[src/common/mmu_defines.svh]
`ifndef MMU_DEFINES_SVH
`define MMU_DEFINES_SVH

// table geometry
`define TLBNUM   16
`define TLBIDLEN 4

`define VALEN 32
`define PALEN 32

// page size codes held in an entry
`define PS_SMALL 6'd12
`define PS_LARGE 6'd21

`endif

[src/common/mmu_pkg.sv]
`include "mmu_defines.svh"

package mmu_pkg;

    // even half uses the 0 fields, odd half the 1 fields
    typedef struct packed {
        logic        e;
        logic [18:0] vppn;
        logic [5:0]  ps;
        logic [9:0]  asid;
        logic        g;
        logic [19:0] ppn0;
        logic [1:0]  plv0;
        logic [1:0]  mat0;
        logic        d0;
        logic        v0;
        logic [19:0] ppn1;
        logic [1:0]  plv1;
        logic [1:0]  mat1;
        logic        d1;
        logic        v1;
    } tlb_entry_t;

    typedef struct packed {
        logic                 found;
        logic [`TLBIDLEN-1:0] index;
        logic [19:0]          ppn;
        logic [5:0]           ps;
        logic [1:0]           plv;
        logic [1:0]           mat;
        logic                 d;
        logic                 v;
    } tlb_result_t;

    typedef enum logic [2:0] {
        OP_SRCH,
        OP_RD,
        OP_WR,
        OP_FILL,
        OP_INV
    } tlb_op_e;

    // encodings follow the invtlb op field
    typedef enum logic [4:0] {
        INV_ALL0       = 5'h0,
        INV_ALL1       = 5'h1,
        INV_G1         = 5'h2,
        INV_G0         = 5'h3,
        INV_G0_ASID    = 5'h4,
        INV_G0_ASID_VA = 5'h5,
        INV_G1_ASID_VA = 5'h6
    } inv_op_e;

    typedef enum logic [1:0] {
        ACC_FETCH,
        ACC_LOAD,
        ACC_STORE
    } access_e;

    typedef enum logic [2:0] {
        EXC_NONE,
        EXC_TLBR,
        EXC_PIF,
        EXC_PIL,
        EXC_PIS,
        EXC_PPI,
        EXC_PME
    } exc_code_e;

endpackage

[src/common/tlb_mgmt_if.sv]
`timescale 1ns/10ps
`include "mmu_defines.svh"

interface tlb_mgmt_if;

    logic                 we;
    logic [`TLBIDLEN-1:0] w_index;
    mmu_pkg::tlb_entry_t  w_entry;
    logic [`TLBIDLEN-1:0] r_index;
    mmu_pkg::tlb_entry_t  r_entry;
    logic                 invtlb_valid;
    mmu_pkg::inv_op_e     invtlb_op;
    logic [9:0]           invtlb_asid;
    logic [`VALEN-1:0]    invtlb_va;

    modport ctrl (
        output we, w_index, w_entry,
        output r_index,
        input  r_entry,
        output invtlb_valid, invtlb_op, invtlb_asid, invtlb_va
    );

    modport tlb (
        input  we, w_index, w_entry,
        input  r_index,
        output r_entry,
        input  invtlb_valid, invtlb_op, invtlb_asid, invtlb_va
    );

endinterface

[src/common/tlb_search_if.sv]
`timescale 1ns/10ps

interface tlb_search_if;

    logic [18:0]          vppn;
    logic                 va_bit12;
    logic [9:0]           asid;
    mmu_pkg::tlb_result_t result;

    // result comes back in the same cycle
    modport requester (
        output vppn,
        output va_bit12,
        output asid,
        input  result
    );

    modport tlb (
        input  vppn,
        input  va_bit12,
        input  asid,
        output result
    );

endinterface

[src/design/addr_translate.sv]
`timescale 1ns/10ps
`include "mmu_defines.svh"

module addr_translate (
    input  logic [`VALEN-1:0]   va,
    input  mmu_pkg::access_e    acc,
    input  logic [1:0]          cur_plv,
    input  logic [9:0]          cur_asid,
    tlb_search_if.requester     s,
    output logic [`PALEN-1:0]   pa,
    output mmu_pkg::exc_code_e  exc
);

    logic [`PALEN-1:0] phys;

    assign s.vppn = va[`VALEN-1:13];
    assign s.va_bit12 = va[12];
    assign s.asid = cur_asid;

    // offset width follows the page size
    always_comb begin
        if (s.result.ps == `PS_LARGE)
            phys = {s.result.ppn[19:9], va[20:0]};
        else
            phys = {s.result.ppn, va[11:0]};
    end

    // refill, invalid, privilege, modify
    always_comb begin
        if (!s.result.found) begin
            exc = mmu_pkg::EXC_TLBR;
        end else if (!s.result.v) begin
            case (acc)
                mmu_pkg::ACC_FETCH: exc = mmu_pkg::EXC_PIF;
                mmu_pkg::ACC_LOAD:  exc = mmu_pkg::EXC_PIL;
                default:            exc = mmu_pkg::EXC_PIS;
            endcase
        end else if (cur_plv > s.result.plv) begin
            exc = mmu_pkg::EXC_PPI;
        end else if (acc == mmu_pkg::ACC_STORE && !s.result.d) begin
            exc = mmu_pkg::EXC_PME;
        end else begin
            exc = mmu_pkg::EXC_NONE;
        end
    end

    assign pa = (exc == mmu_pkg::EXC_NONE) ? phys : '0;

endmodule

[src/design/mmu_top.sv]
`timescale 1ns/10ps
`include "mmu_defines.svh"

module mmu_top (
    input  logic                 clk,
    input  logic                 reset,

    input  logic [`VALEN-1:0]    fetch_va,
    output logic [`PALEN-1:0]    fetch_pa,
    output mmu_pkg::exc_code_e   fetch_exc,

    input  logic [`VALEN-1:0]    data_va,
    input  logic                 data_store,
    output logic [`PALEN-1:0]    data_pa,
    output mmu_pkg::exc_code_e   data_exc,

    input  logic [1:0]           cur_plv,
    input  logic [9:0]           cur_asid,

    input  logic                 op_valid,
    input  mmu_pkg::tlb_op_e     op,
    input  logic [`TLBIDLEN-1:0] op_index,
    input  mmu_pkg::tlb_entry_t  op_entry,
    input  mmu_pkg::inv_op_e     inv_op,
    input  logic [`VALEN-1:0]    op_va,
    output logic                 op_done,
    output logic                 srch_hit,
    output logic [`TLBIDLEN-1:0] srch_index,
    output mmu_pkg::tlb_entry_t  rd_entry
);

    mmu_pkg::access_e data_acc;

    tlb_search_if s_fetch_if ();
    tlb_search_if s_data_if ();
    tlb_search_if s_ctrl_if ();
    tlb_mgmt_if   mgmt_if ();

    assign data_acc = data_store ? mmu_pkg::ACC_STORE : mmu_pkg::ACC_LOAD;

    tlb u_tlb (
        .clk     (clk),
        .reset   (reset),
        .s_fetch (s_fetch_if.tlb),
        .s_data  (s_data_if.tlb),
        .s_ctrl  (s_ctrl_if.tlb),
        .mgmt    (mgmt_if.tlb)
    );

    addr_translate u_fetch_xlat (
        .va       (fetch_va),
        .acc      (mmu_pkg::ACC_FETCH),
        .cur_plv  (cur_plv),
        .cur_asid (cur_asid),
        .s        (s_fetch_if.requester),
        .pa       (fetch_pa),
        .exc      (fetch_exc)
    );

    addr_translate u_data_xlat (
        .va       (data_va),
        .acc      (data_acc),
        .cur_plv  (cur_plv),
        .cur_asid (cur_asid),
        .s        (s_data_if.requester),
        .pa       (data_pa),
        .exc      (data_exc)
    );

    tlb_ctrl u_ctrl (
        .clk        (clk),
        .reset      (reset),
        .op_valid   (op_valid),
        .op         (op),
        .op_index   (op_index),
        .op_entry   (op_entry),
        .inv_op     (inv_op),
        .op_va      (op_va),
        .cur_asid   (cur_asid),
        .s          (s_ctrl_if.requester),
        .mgmt       (mgmt_if.ctrl),
        .op_done    (op_done),
        .srch_hit   (srch_hit),
        .srch_index (srch_index),
        .rd_entry   (rd_entry)
    );

endmodule

[src/design/tlb_ctrl.sv]
`timescale 1ns/10ps
`include "mmu_defines.svh"

module tlb_ctrl (
    input  logic                 clk,
    input  logic                 reset,
    input  logic                 op_valid,
    input  mmu_pkg::tlb_op_e     op,
    input  logic [`TLBIDLEN-1:0] op_index,
    input  mmu_pkg::tlb_entry_t  op_entry,
    input  mmu_pkg::inv_op_e     inv_op,
    input  logic [`VALEN-1:0]    op_va,
    input  logic [9:0]           cur_asid,
    tlb_search_if.requester      s,
    tlb_mgmt_if.ctrl             mgmt,
    output logic                 op_done,
    output logic                 srch_hit,
    output logic [`TLBIDLEN-1:0] srch_index,
    output mmu_pkg::tlb_entry_t  rd_entry
);

    logic                 do_srch;
    logic                 do_rd;
    logic                 do_wr;
    logic                 do_fill;
    logic                 do_inv;
    logic [`TLBIDLEN-1:0] lfsr;

    assign do_srch = op_valid && op == mmu_pkg::OP_SRCH;
    assign do_rd = op_valid && op == mmu_pkg::OP_RD;
    assign do_wr = op_valid && op == mmu_pkg::OP_WR;
    assign do_fill = op_valid && op == mmu_pkg::OP_FILL;
    assign do_inv = op_valid && op == mmu_pkg::OP_INV;

    // x^4 + x^3 + 1 taps keep the state off zero
    always_ff @(posedge clk) begin
        if (reset)
            lfsr <= 4'b1000;
        else
            lfsr <= {lfsr[2:0], lfsr[3] ^ lfsr[2]};
    end

    assign mgmt.we = do_wr || do_fill;
    assign mgmt.w_index = do_fill ? lfsr : op_index;
    assign mgmt.w_entry = op_entry;
    assign mgmt.r_index = op_index;

    assign mgmt.invtlb_valid = do_inv;
    assign mgmt.invtlb_op = inv_op;
    assign mgmt.invtlb_asid = cur_asid;
    assign mgmt.invtlb_va = op_va;

    // search key taken from op_va and the current asid
    assign s.vppn = op_va[`VALEN-1:13];
    assign s.va_bit12 = op_va[12];
    assign s.asid = cur_asid;

    always_ff @(posedge clk) begin
        if (reset) begin
            op_done <= 1'b0;
            srch_hit <= 1'b0;
            srch_index <= '0;
        end else begin
            op_done <= op_valid;
            if (do_srch) begin
                srch_hit <= s.result.found;
                srch_index <= s.result.index;
            end
        end
    end

    always_ff @(posedge clk) begin
        if (do_rd)
            rd_entry <= mgmt.r_entry;
    end

    a_inv_op_known: assert property (@(posedge clk) disable iff (reset)
        mgmt.invtlb_valid |-> inv_op inside {mmu_pkg::INV_ALL0, mmu_pkg::INV_ALL1,
                                             mmu_pkg::INV_G1, mmu_pkg::INV_G0,
                                             mmu_pkg::INV_G0_ASID, mmu_pkg::INV_G0_ASID_VA,
                                             mmu_pkg::INV_G1_ASID_VA});

endmodule

[src/tlb/tlb.sv]
`timescale 1ns/10ps
`include "mmu_defines.svh"

module tlb (
    input logic         clk,
    input logic         reset,
    tlb_search_if.tlb   s_fetch,
    tlb_search_if.tlb   s_data,
    tlb_search_if.tlb   s_ctrl,
    tlb_mgmt_if.tlb     mgmt
);

    logic [`TLBNUM-1:0]  tlb_e;
    mmu_pkg::tlb_entry_t tlb_ent [`TLBNUM];

    logic [`TLBNUM-1:0] hit_fetch;
    logic [`TLBNUM-1:0] hit_data;
    logic [`TLBNUM-1:0] hit_ctrl;
    logic [`TLBNUM-1:0] inv_hit;
    logic [18:0]        inv_vppn;

    // large pages only compare va[31:22]
    function automatic logic page_hit(input mmu_pkg::tlb_entry_t ent, input logic [18:0] vppn);
        if (ent.ps == `PS_LARGE)
            return ent.vppn[18:9] == vppn[18:9];
        return ent.vppn == vppn;
    endfunction

    function automatic logic [`TLBNUM-1:0] match_vec(input logic [18:0] vppn,
                                                     input logic [9:0] asid);
        logic [`TLBNUM-1:0] hit;
        for (int i = 0; i < `TLBNUM; i++) begin
            hit[i] = tlb_e[i] && page_hit(tlb_ent[i], vppn)
                     && (tlb_ent[i].g || tlb_ent[i].asid == asid);
        end
        return hit;
    endfunction

    function automatic mmu_pkg::tlb_result_t pick(input logic [`TLBNUM-1:0] hit,
                                                  input logic [18:0] vppn,
                                                  input logic va_bit12);
        mmu_pkg::tlb_result_t res;
        logic                 odd;
        res = '0;
        for (int i = 0; i < `TLBNUM; i++) begin
            if (hit[i]) begin
                // half select by va[12] for 4 KB and va[21] for large pages
                odd = (tlb_ent[i].ps == `PS_LARGE) ? vppn[8] : va_bit12;
                res.found = 1'b1;
                res.index = i[`TLBIDLEN-1:0];
                res.ps = tlb_ent[i].ps;
                res.ppn = odd ? tlb_ent[i].ppn1 : tlb_ent[i].ppn0;
                res.plv = odd ? tlb_ent[i].plv1 : tlb_ent[i].plv0;
                res.mat = odd ? tlb_ent[i].mat1 : tlb_ent[i].mat0;
                res.d = odd ? tlb_ent[i].d1 : tlb_ent[i].d0;
                res.v = odd ? tlb_ent[i].v1 : tlb_ent[i].v0;
            end
        end
        return res;
    endfunction

    always_comb begin
        hit_fetch = match_vec(s_fetch.vppn, s_fetch.asid);
        s_fetch.result = pick(hit_fetch, s_fetch.vppn, s_fetch.va_bit12);
    end

    always_comb begin
        hit_data = match_vec(s_data.vppn, s_data.asid);
        s_data.result = pick(hit_data, s_data.vppn, s_data.va_bit12);
    end

    always_comb begin
        hit_ctrl = match_vec(s_ctrl.vppn, s_ctrl.asid);
        s_ctrl.result = pick(hit_ctrl, s_ctrl.vppn, s_ctrl.va_bit12);
    end

    assign inv_vppn = mgmt.invtlb_va[`VALEN-1:13];

    // entries selected by the invalidate mode
    always_comb begin
        for (int i = 0; i < `TLBNUM; i++) begin
            case (mgmt.invtlb_op)
                mmu_pkg::INV_ALL0,
                mmu_pkg::INV_ALL1:
                    inv_hit[i] = 1'b1;
                mmu_pkg::INV_G1:
                    inv_hit[i] = tlb_ent[i].g;
                mmu_pkg::INV_G0:
                    inv_hit[i] = !tlb_ent[i].g;
                mmu_pkg::INV_G0_ASID:
                    inv_hit[i] = !tlb_ent[i].g && tlb_ent[i].asid == mgmt.invtlb_asid;
                mmu_pkg::INV_G0_ASID_VA:
                    inv_hit[i] = !tlb_ent[i].g && tlb_ent[i].asid == mgmt.invtlb_asid
                                 && page_hit(tlb_ent[i], inv_vppn);
                mmu_pkg::INV_G1_ASID_VA:
                    inv_hit[i] = (tlb_ent[i].g || tlb_ent[i].asid == mgmt.invtlb_asid)
                                 && page_hit(tlb_ent[i], inv_vppn);
                default:
                    inv_hit[i] = 1'b0;
            endcase
        end
    end

    always_ff @(posedge clk) begin
        if (reset) begin
            tlb_e <= '0;
        end else if (mgmt.we) begin
            tlb_e[mgmt.w_index] <= mgmt.w_entry.e;
        end else if (mgmt.invtlb_valid) begin
            tlb_e <= tlb_e & ~inv_hit;
        end
    end

    always_ff @(posedge clk) begin
        if (mgmt.we)
            tlb_ent[mgmt.w_index] <= mgmt.w_entry;
    end

    // e comes from the reset-cleared vector
    always_comb begin
        mgmt.r_entry = tlb_ent[mgmt.r_index];
        mgmt.r_entry.e = tlb_e[mgmt.r_index];
    end

    a_single_match: assert property (@(posedge clk) disable iff (reset)
        $onehot0(hit_fetch) && $onehot0(hit_data) && $onehot0(hit_ctrl));

    a_wr_inv_excl: assert property (@(posedge clk) disable iff (reset)
        !(mgmt.we && mgmt.invtlb_valid));

endmodule

[config.mk]
export PLATFORM = sky130hd
export DESIGN_NAME = mmu_top
export DESIGN_NICKNAME = d
export VERILOG_FILES = /design/src/common/mmu_pkg.sv /design/src/common/tlb_mgmt_if.sv /design/src/common/tlb_search_if.sv /design/src/design/addr_translate.sv /design/src/design/mmu_top.sv /design/src/design/tlb_ctrl.sv /design/src/tlb/tlb.sv
export VERILOG_INCLUDE_DIRS = /design/src /design/src/common
export SDC_FILE = /design/constraint.sdc
export NUM_CORES = 2
export LEC_CHECK = 0
export BUFFER_PORTS_ARGS = -buffer_cell sky130_fd_sc_hd__buf_2
export CAP_MARGIN = 40
export CELL_PAD_IN_SITES_DETAIL_PLACEMENT = 0
export CELL_PAD_IN_SITES_GLOBAL_PLACEMENT = 1
export CORE_MARGIN = 4
export CORE_UTILIZATION = 56
export DETAILED_ROUTE_END_ITERATION = 8
export PLACE_DENSITY_LB_ADDON = 0.08
export SLEW_MARGIN = 20
export SYNTH_ARGS = -nofsm -noshare
export SYNTH_HDL_FRONTEND = slang
export SYNTH_SLANG_ARGS = --single-unit
[constraint.sdc]
create_clock -name clk -period 23.6 [get_ports clk]
set_input_delay 2.36 -clock clk [delete_from_list [all_inputs] [get_ports clk]]
set_output_delay 2.36 -clock clk [all_outputs]
set_load 0.01 [all_outputs]
### Word-level counts from Yosys, hierarchy flattened

Memory sizes are Yosys's and may differ from the RTL's. A register that Yosys moved wholly into a read port is not among the register bits.
Index checks and enable logic that the tools add are counted.

* memory bits (read-only): 0
* latch bits: 0
* memories kept: 1
* RAM bits: 1424
* register bits after elaboration: 27
* input port bits: 213

* eq/ne operators: 142
* magnitude comparators: 5
* muxes and demuxes: 583
* bitwise gates (word level): 3
* reduce and logical (&&, ||, !) cells: 192
* add/subtract/negate cells: 0
* $mul: 0
* divide/modulo/power cells: 0
* shift-type cells: 0

Memories
* u_tlb.tlb_ent: depth 16, bits a word 89, rd ports 17, clocked after memory_dff 1, wr ports 1, line tlb.sv:14 `` mmu_pkg::tlb_entry_t tlb_ent [`TLBNUM]; ``

Operators by type and width (count)
* 37-bit 2-to-1 mux: 48
* 20-bit 2-to-1 mux: 48
* 19-bit == test: 48
* 10-bit == test: 64
* 1-bit 2-to-1 mux: 356
* 2-bit 2-to-1 mux: 97
* 1-bit logical AND: 151
* 6-bit by 5-bit == test with 1-bit output (second input constant): 18
* 1-bit one-hot mux with 6 select lines: 16
* 32-bit 2-to-1 mux: 2
* 21-bit 2-to-1 mux: 2
* 16-bit 2-to-1 mux: 2
* 3-bit 2-to-1 mux: 7
* 1-bit zero test: 17
* 1-bit logical OR: 17
* 16-bit AND: 1
* 16-bit bitwise mux: 1
* 16-bit NOT: 1
* 5-bit by 3-bit == test with 1-bit output (second input constant): 3
* 5-bit by 2-bit == test with 1-bit output (second input constant): 2
* 4-bit by 5-bit less-than comparator with 1-bit output (second input constant): 2
* 3-bit zero test: 3
* 3-bit by 2-bit == test with 1-bit output (second input constant): 2
* 3-bit one-hot mux with 2 select lines: 1
* 15 further kinds: 16

### Logic depth before layout (Yosys ltp)

An unclocked memory read counts as a cell.

* depth in word-level cells: 30
* gate-level depth with buffers: 22
* mapped depth without buffers: 17

### Cells and area by module

A second synthesis with hierarchy kept.

* cells, all modules: 10431
* area total of the unflattened synthesis: 113533.9 um2

Modules (own cells, without submodules)
* tlb: sequential area each 42600.9 um2, times used 1, area each 107244.1 um2, cells each 9904
* tlb_ctrl: sequential area each 2872.8 um2, times used 1, area each 4408.0 um2, cells each 301
* addr_translate: sequential area each 0.0 um2, times used 2, area each 937.1 um2, cells each 112
* mmu_top: sequential area each 0.0 um2, times used 1, area each 7.5 um2, cells each 2

### Worst setup path before layout

Ideal clock, no wire load.

* path kind: input -> register
* from: input op[1]
* to: register u_ctrl.rd_entry[0] (netlist name)
* data arrival time: 10.893 ns
* cell stages on the path: 1
* slack: 11.947 ns
* buffers on the path: 0
* data required time: 22.841 ns
* library setup time: 0.759 ns
* cell sequence: nor4bb_1

* word-level cells in the longest chain between the ends: 2

Ends and longest elaborated chain
* start: declaration: line mmu_top.sv:21 `input mmu_pkg::tlb_op_e op,`
* 3-bit by 1-bit == test with 1-bit output: line tlb_ctrl.sv:30 `assign do_rd = op_valid && op == mmu_pkg::OP_RD;`
* 1-bit logical AND: line tlb_ctrl.sv:30

No other way between the ends.
A chain may end at the register's enable or synchronous reset.

### Worst setup path in the final report

* from: input data_va[21]
* to: output data_pa[14]

* word-level cells in the longest chain between the ends: 28
* elaborated cells on any way between the ends: 171
* classes of those cells: 1 x order compare; 17 x eq/ne; 118 x mux; 35 x reduce/logical

Ends and longest elaborated chain
* start: declaration: line mmu_top.sv:12 `` input logic [`VALEN-1:0] data_va, ``
* 19-bit == test: line tlb.sv:26 `return ent.vppn == vppn;`
* 1-bit 2-to-1 mux: line tlb.sv:26
* 1-bit logical AND: line tlb.sv:33 `hit[i] = tlb_e[i] && page_hit(tlb_ent[i], vppn)`
* 1-bit logical AND: line tlb.sv:34 `&& (tlb_ent[i].g || tlb_ent[i].asid == asid);`
* 37-bit 2-to-1 mux (15 in a row): line tlb.sv:46 `if (hit[i]) begin`
* 37-bit 2-to-1 mux (*): line tlb.sv:46
* 1-bit zero test: line addr_translate.sv:40 `end else if (acc == mmu_pkg::ACC_STORE && !s.result.d) begin`
* 1-bit logical AND: line addr_translate.sv:40
* 3-bit 2-to-1 mux: line addr_translate.sv:40
* 3-bit 2-to-1 mux: line addr_translate.sv:38 `end else if (cur_plv > s.result.plv) begin`
* 3-bit 2-to-1 mux: line addr_translate.sv:32 `end else if (!s.result.v) begin`
* 3-bit 2-to-1 mux: line addr_translate.sv:30 `if (!s.result.found) begin`
* 3-bit zero test: line addr_translate.sv:47 `assign pa = (exc == mmu_pkg::EXC_NONE) ? phys : '0;`
* 32-bit 2-to-1 mux (*): line addr_translate.sv:47
* end: declaration: line mmu_top.sv:14 `` output logic [`PALEN-1:0] data_pa, ``

Every way passes the cells marked *; elsewhere a longest branch is shown, timed or not.

==> results.json <==
{
  "r2r-start": "u_tlb.tlb_ent[3][60]$_DFFE_PP_",
  "drv_cap": 0,
  "worst_setup_path_end_kind": "primary output",
  "synth-seq-cells": 1523,
  "worstPathRequired_ns": 21.24,
  "r2r_cells": 13,
  "die_x_um": 403,
  "slew_violations": 0,
  "clk_pin_slew_ns": 0.06,
  "finalSetupViolCount": 0,
  "io_buffers": 364,
  "nets": 7071,
  "cts_buffers": 165,
  "netlist_area_um2": 87400,
  "clk_latency_ns": 0.85,
  "slowest_delay_ns": 0.82,
  "post_drt_via_cell_ratio": 7.39,
  "critical_path_class": "in2out",
  "postLayoutCellArea_um2": 98300,
  "rsz0062_at_grt": "false",
  "core_um2": 155000,
  "syn_nets": 6759,
  "slowest_stage": "nor3b_1",
  "met2_usage": 0.646,
  "fin_crit_sh": 0.499,
  "io_pins": 378,
  "synth_edf_count": 1497,
  "postCtsSetupBuffers": 0,
  "areaGrowthSynthToFinish_pct": 12.5,
  "status": "finished clean",
  "fin_worst_skew_ns": 0.0336,
  "routed_wl_um": 360000,
  "fmax_mhz": 84.9,
  "cts_hold_buf": 0,
  "hold_violations": 0,
  "tightest_slew_ns": 1.27,
  "yosysWarnings": 0,
  "gr-total-overflow": 0,
  "cts_root_buf": "clkbuf_16",
  "syn_inst": 6542,
  "cts_max_level": 4,
  "synthArstFlopShare": 0,
  "cts_buffer_depth": 3,
  "min_path_type": "reg2reg",
  "rows": 144,
  "die_h_um": 403,
  "seq_area_frac_synth": 0.520,
  "busiest_layer": "met2",
  "yosys.area.top_type": "edfxtp_1",
  "cts_tree": "yes",
  "hp-start": "u_ctrl.srch_hit$_SDFFE_PP0P_",
  "grt_pass1_wl_um": 494000,
  "p_leak_nw": 33.6,
  "avgSynthCellArea_um2": 13.4,
  "grt.total_usage": 0.435,
  "slew_headroom": 0.152,
  "die-area_um2": 162000,
  "vias": 67000,
  "synth_top_area_share": 0.514,
  "first_pass_iters": 6,
  "cts_sinks": 1523,
  "avgRoutedWirePerCell_um": 39.8,
  "met3_usage": 0.156,
  "drcViolationCount": 0,
  "grt_pass1_vias": 64200,
  "ir_drop_v": 0.0000757,
  "power.density_nw_per_um2": 62.5,
  "synth_commonest_cells": "1,497 x edfxtp_1, 664 x xor2_1, 553 x mux2i_1, 466 x nand2_1, 445 x mux4_2",
  "synth_flop_cell": "edfxtp_1",
  "grt.met1_usage": 0.555,
  "initial_core_util": 0.565,
  "antenna_found_initial": 39,
  "synth.area.top_cells": "edfxtp_1 51%, mux4_2 11%, xor2_1 6.7%, mux2i_1 6.3%, xnor2_1 4.1%",
  "worstSetupStartpointType": "input pin",
  "post_cts_resized": 0,
  "min_period_ns": 11.78,
  "fin_tns_setup_ns": 0,
  "crit_chain": "buf_2 > buf_4 > xor2_1 > nor4_1 > nand4_1 > a2111oi_4 > buf_4 > a21oi_1 > o31a_1 > o22ai_1 > a21oi_1 > o21a_1 > o2111ai_1 > a221oi_1 > o31ai_1 > ha_1 > nor2b_1 > o21ai_0 > buf_4 > and3b_2 > buf_12 > nor3b_1 > buf_2",
  "fillers": 11700,
  "layout-drive-gt1-share": 0.225,
  "dp_hpwl_um": 234000,
  "synth.distinct_cells": 89,
  "crit_fanout": 35,
  "synth.most_common_cell": "edfxtp_1",
  "worstSetupStartpoint": "data_va[21]",
  "cpMostUsedCell": "buf_4",
  "gp_routability_congestion": 1.00,
  "drt_iter0_drc": 11100,
  "place_area_um2": 92800,
  "grt_max_degree": 135,
  "ant_nets": 0,
  "arrival_ns": 9.42,
  "whs_path_depth": 2
}
[state kept, by name, indices dropped and copies added, names as in the netlist]
register	count
u_tlb.tlb_e	16
u_ctrl.lfsr	4
u_ctrl.rd_entry	89
u_ctrl.op_done	1
u_ctrl.srch_hit	1
u_tlb.tlb_ent	1408
u_ctrl.srch_index	4
[placed cells by master (no fill, tap or decap), types with 26 or more instances in the layout]
cell type	Yosys	final
mux4_2	445	445
a41oi_1	28	28
buf_4	7	209
a21oi_1	200	199
nand3_1	74	74
nor2b_1	41	40
a31oi_1	75	75
a221oi_1	43	43
nor4_1	145	145
mux2_2	122	122
o221ai_1	85	85
buf_2	80	373
clkbuf_1	315	42
inv_1	58	58
edfxtp_1	1497	1497
nand4_1	124	124
dfxtp_1	26	26
a221o_1	29	28
mux2i_4	0	30
mux2i_1	553	521
clkbuf_16	0	166
xor2_1	664	664
a211oi_1	46	45
nand2_1	466	466
xnor2_1	409	409
o21ai_0	144	144
clkinv_1	0	35
nor2_1	236	217
nor3_1	87	81
[layout make-up]
type / instances / area [um^2] / area share
Antenna cell: 23 / 57.6 / 0.000586
Clock buffer: 212 / 4370 / 0.0444
Clock inverter: 90 / 895 / 0.00910
Inverter: 63 / 244 / 0.00248
Multi-Input combinational cell: 4472 / 40400 / 0.411
Sequential cell: 1523 / 45500 / 0.463
Tap cell: 2044 / 2560 / 0.0260
Timing Repair Buffer: 629 / 4290 / 0.0436
[layer usage]
metal / routed length [um] / vias up
li1: - / 26200
met1: 126000 / 33500
met2: 158000 / 5880
met3: 52300 / 1392
met4: 24300 / 20
met5: 128 / -
[metrics by stage]
step	instances	hold slack [ns]	power, mW	setup slack [ns]	util
after global placement	8669	0.481	3.59	12.05	0.596
after detailed placement	8718	0.491	3.60	12.24	0.600
after CTS	9020	0.499	6.13	12.21	0.634
after floorplan	6542	0.465	3.38	11.95	-
after global routing	9041	0.510	6.28	11.81	0.636
final	9056	0.494	6.14	11.82	0.636
[power by group]
part           internal, mW  switching (mW)  total (mW)
clock network          1.46            1.12        2.58
registers              2.99          0.0110        3.00
logic                 0.202           0.360       0.562
total                  4.65            1.49        6.14
[worst paths after layout]
| kind | end | slack, ns |
|---|---|---|
| worst max-delay path | data_pa[14] | 11.82 |
| worst min-delay path | u_ctrl.srch_hit$_SDFFE_PP0P_ | 0.49 |
| worst max register to register | u_ctrl.srch_index[0]$_SDFFE_PP0P_ | 19.55 |
| worst min register to register | u_ctrl.srch_hit$_SDFFE_PP0P_ | 0.49 |
[kinds of logic (layout without fill, tap and decap cells)]
family | after synthesis | count (layout) | synth area share
buffers and inverters | 547 | 994 | 0.0252
muxes | 1120 | 1120 | 0.194
DFF | 1523 | 1523 | 0.520
xor gates and xnor gates | 1073 | 1073 | 0.108
adders and majority gates | 4 | 4 | 0.000573
other | 0 | 23 | 0
and+or+nand+nor | 1343 | 1343 | 0.0757
AOI/OAI and AO/OA | 932 | 932 | 0.0769
[critical path, delay by kind of cell]
kind | cells | cell delay [ns]
adders and majority gates | 1 | 0.29
and+or+nand+nor | 5 | 2.23
xor gates and xnor gates | 1 | 0.16
buffers and inverters | 6 | 1.98
AOI/OAI and AO/OA | 10 | 2.27
No activity file was read; power rests on OpenSTA's default activity.
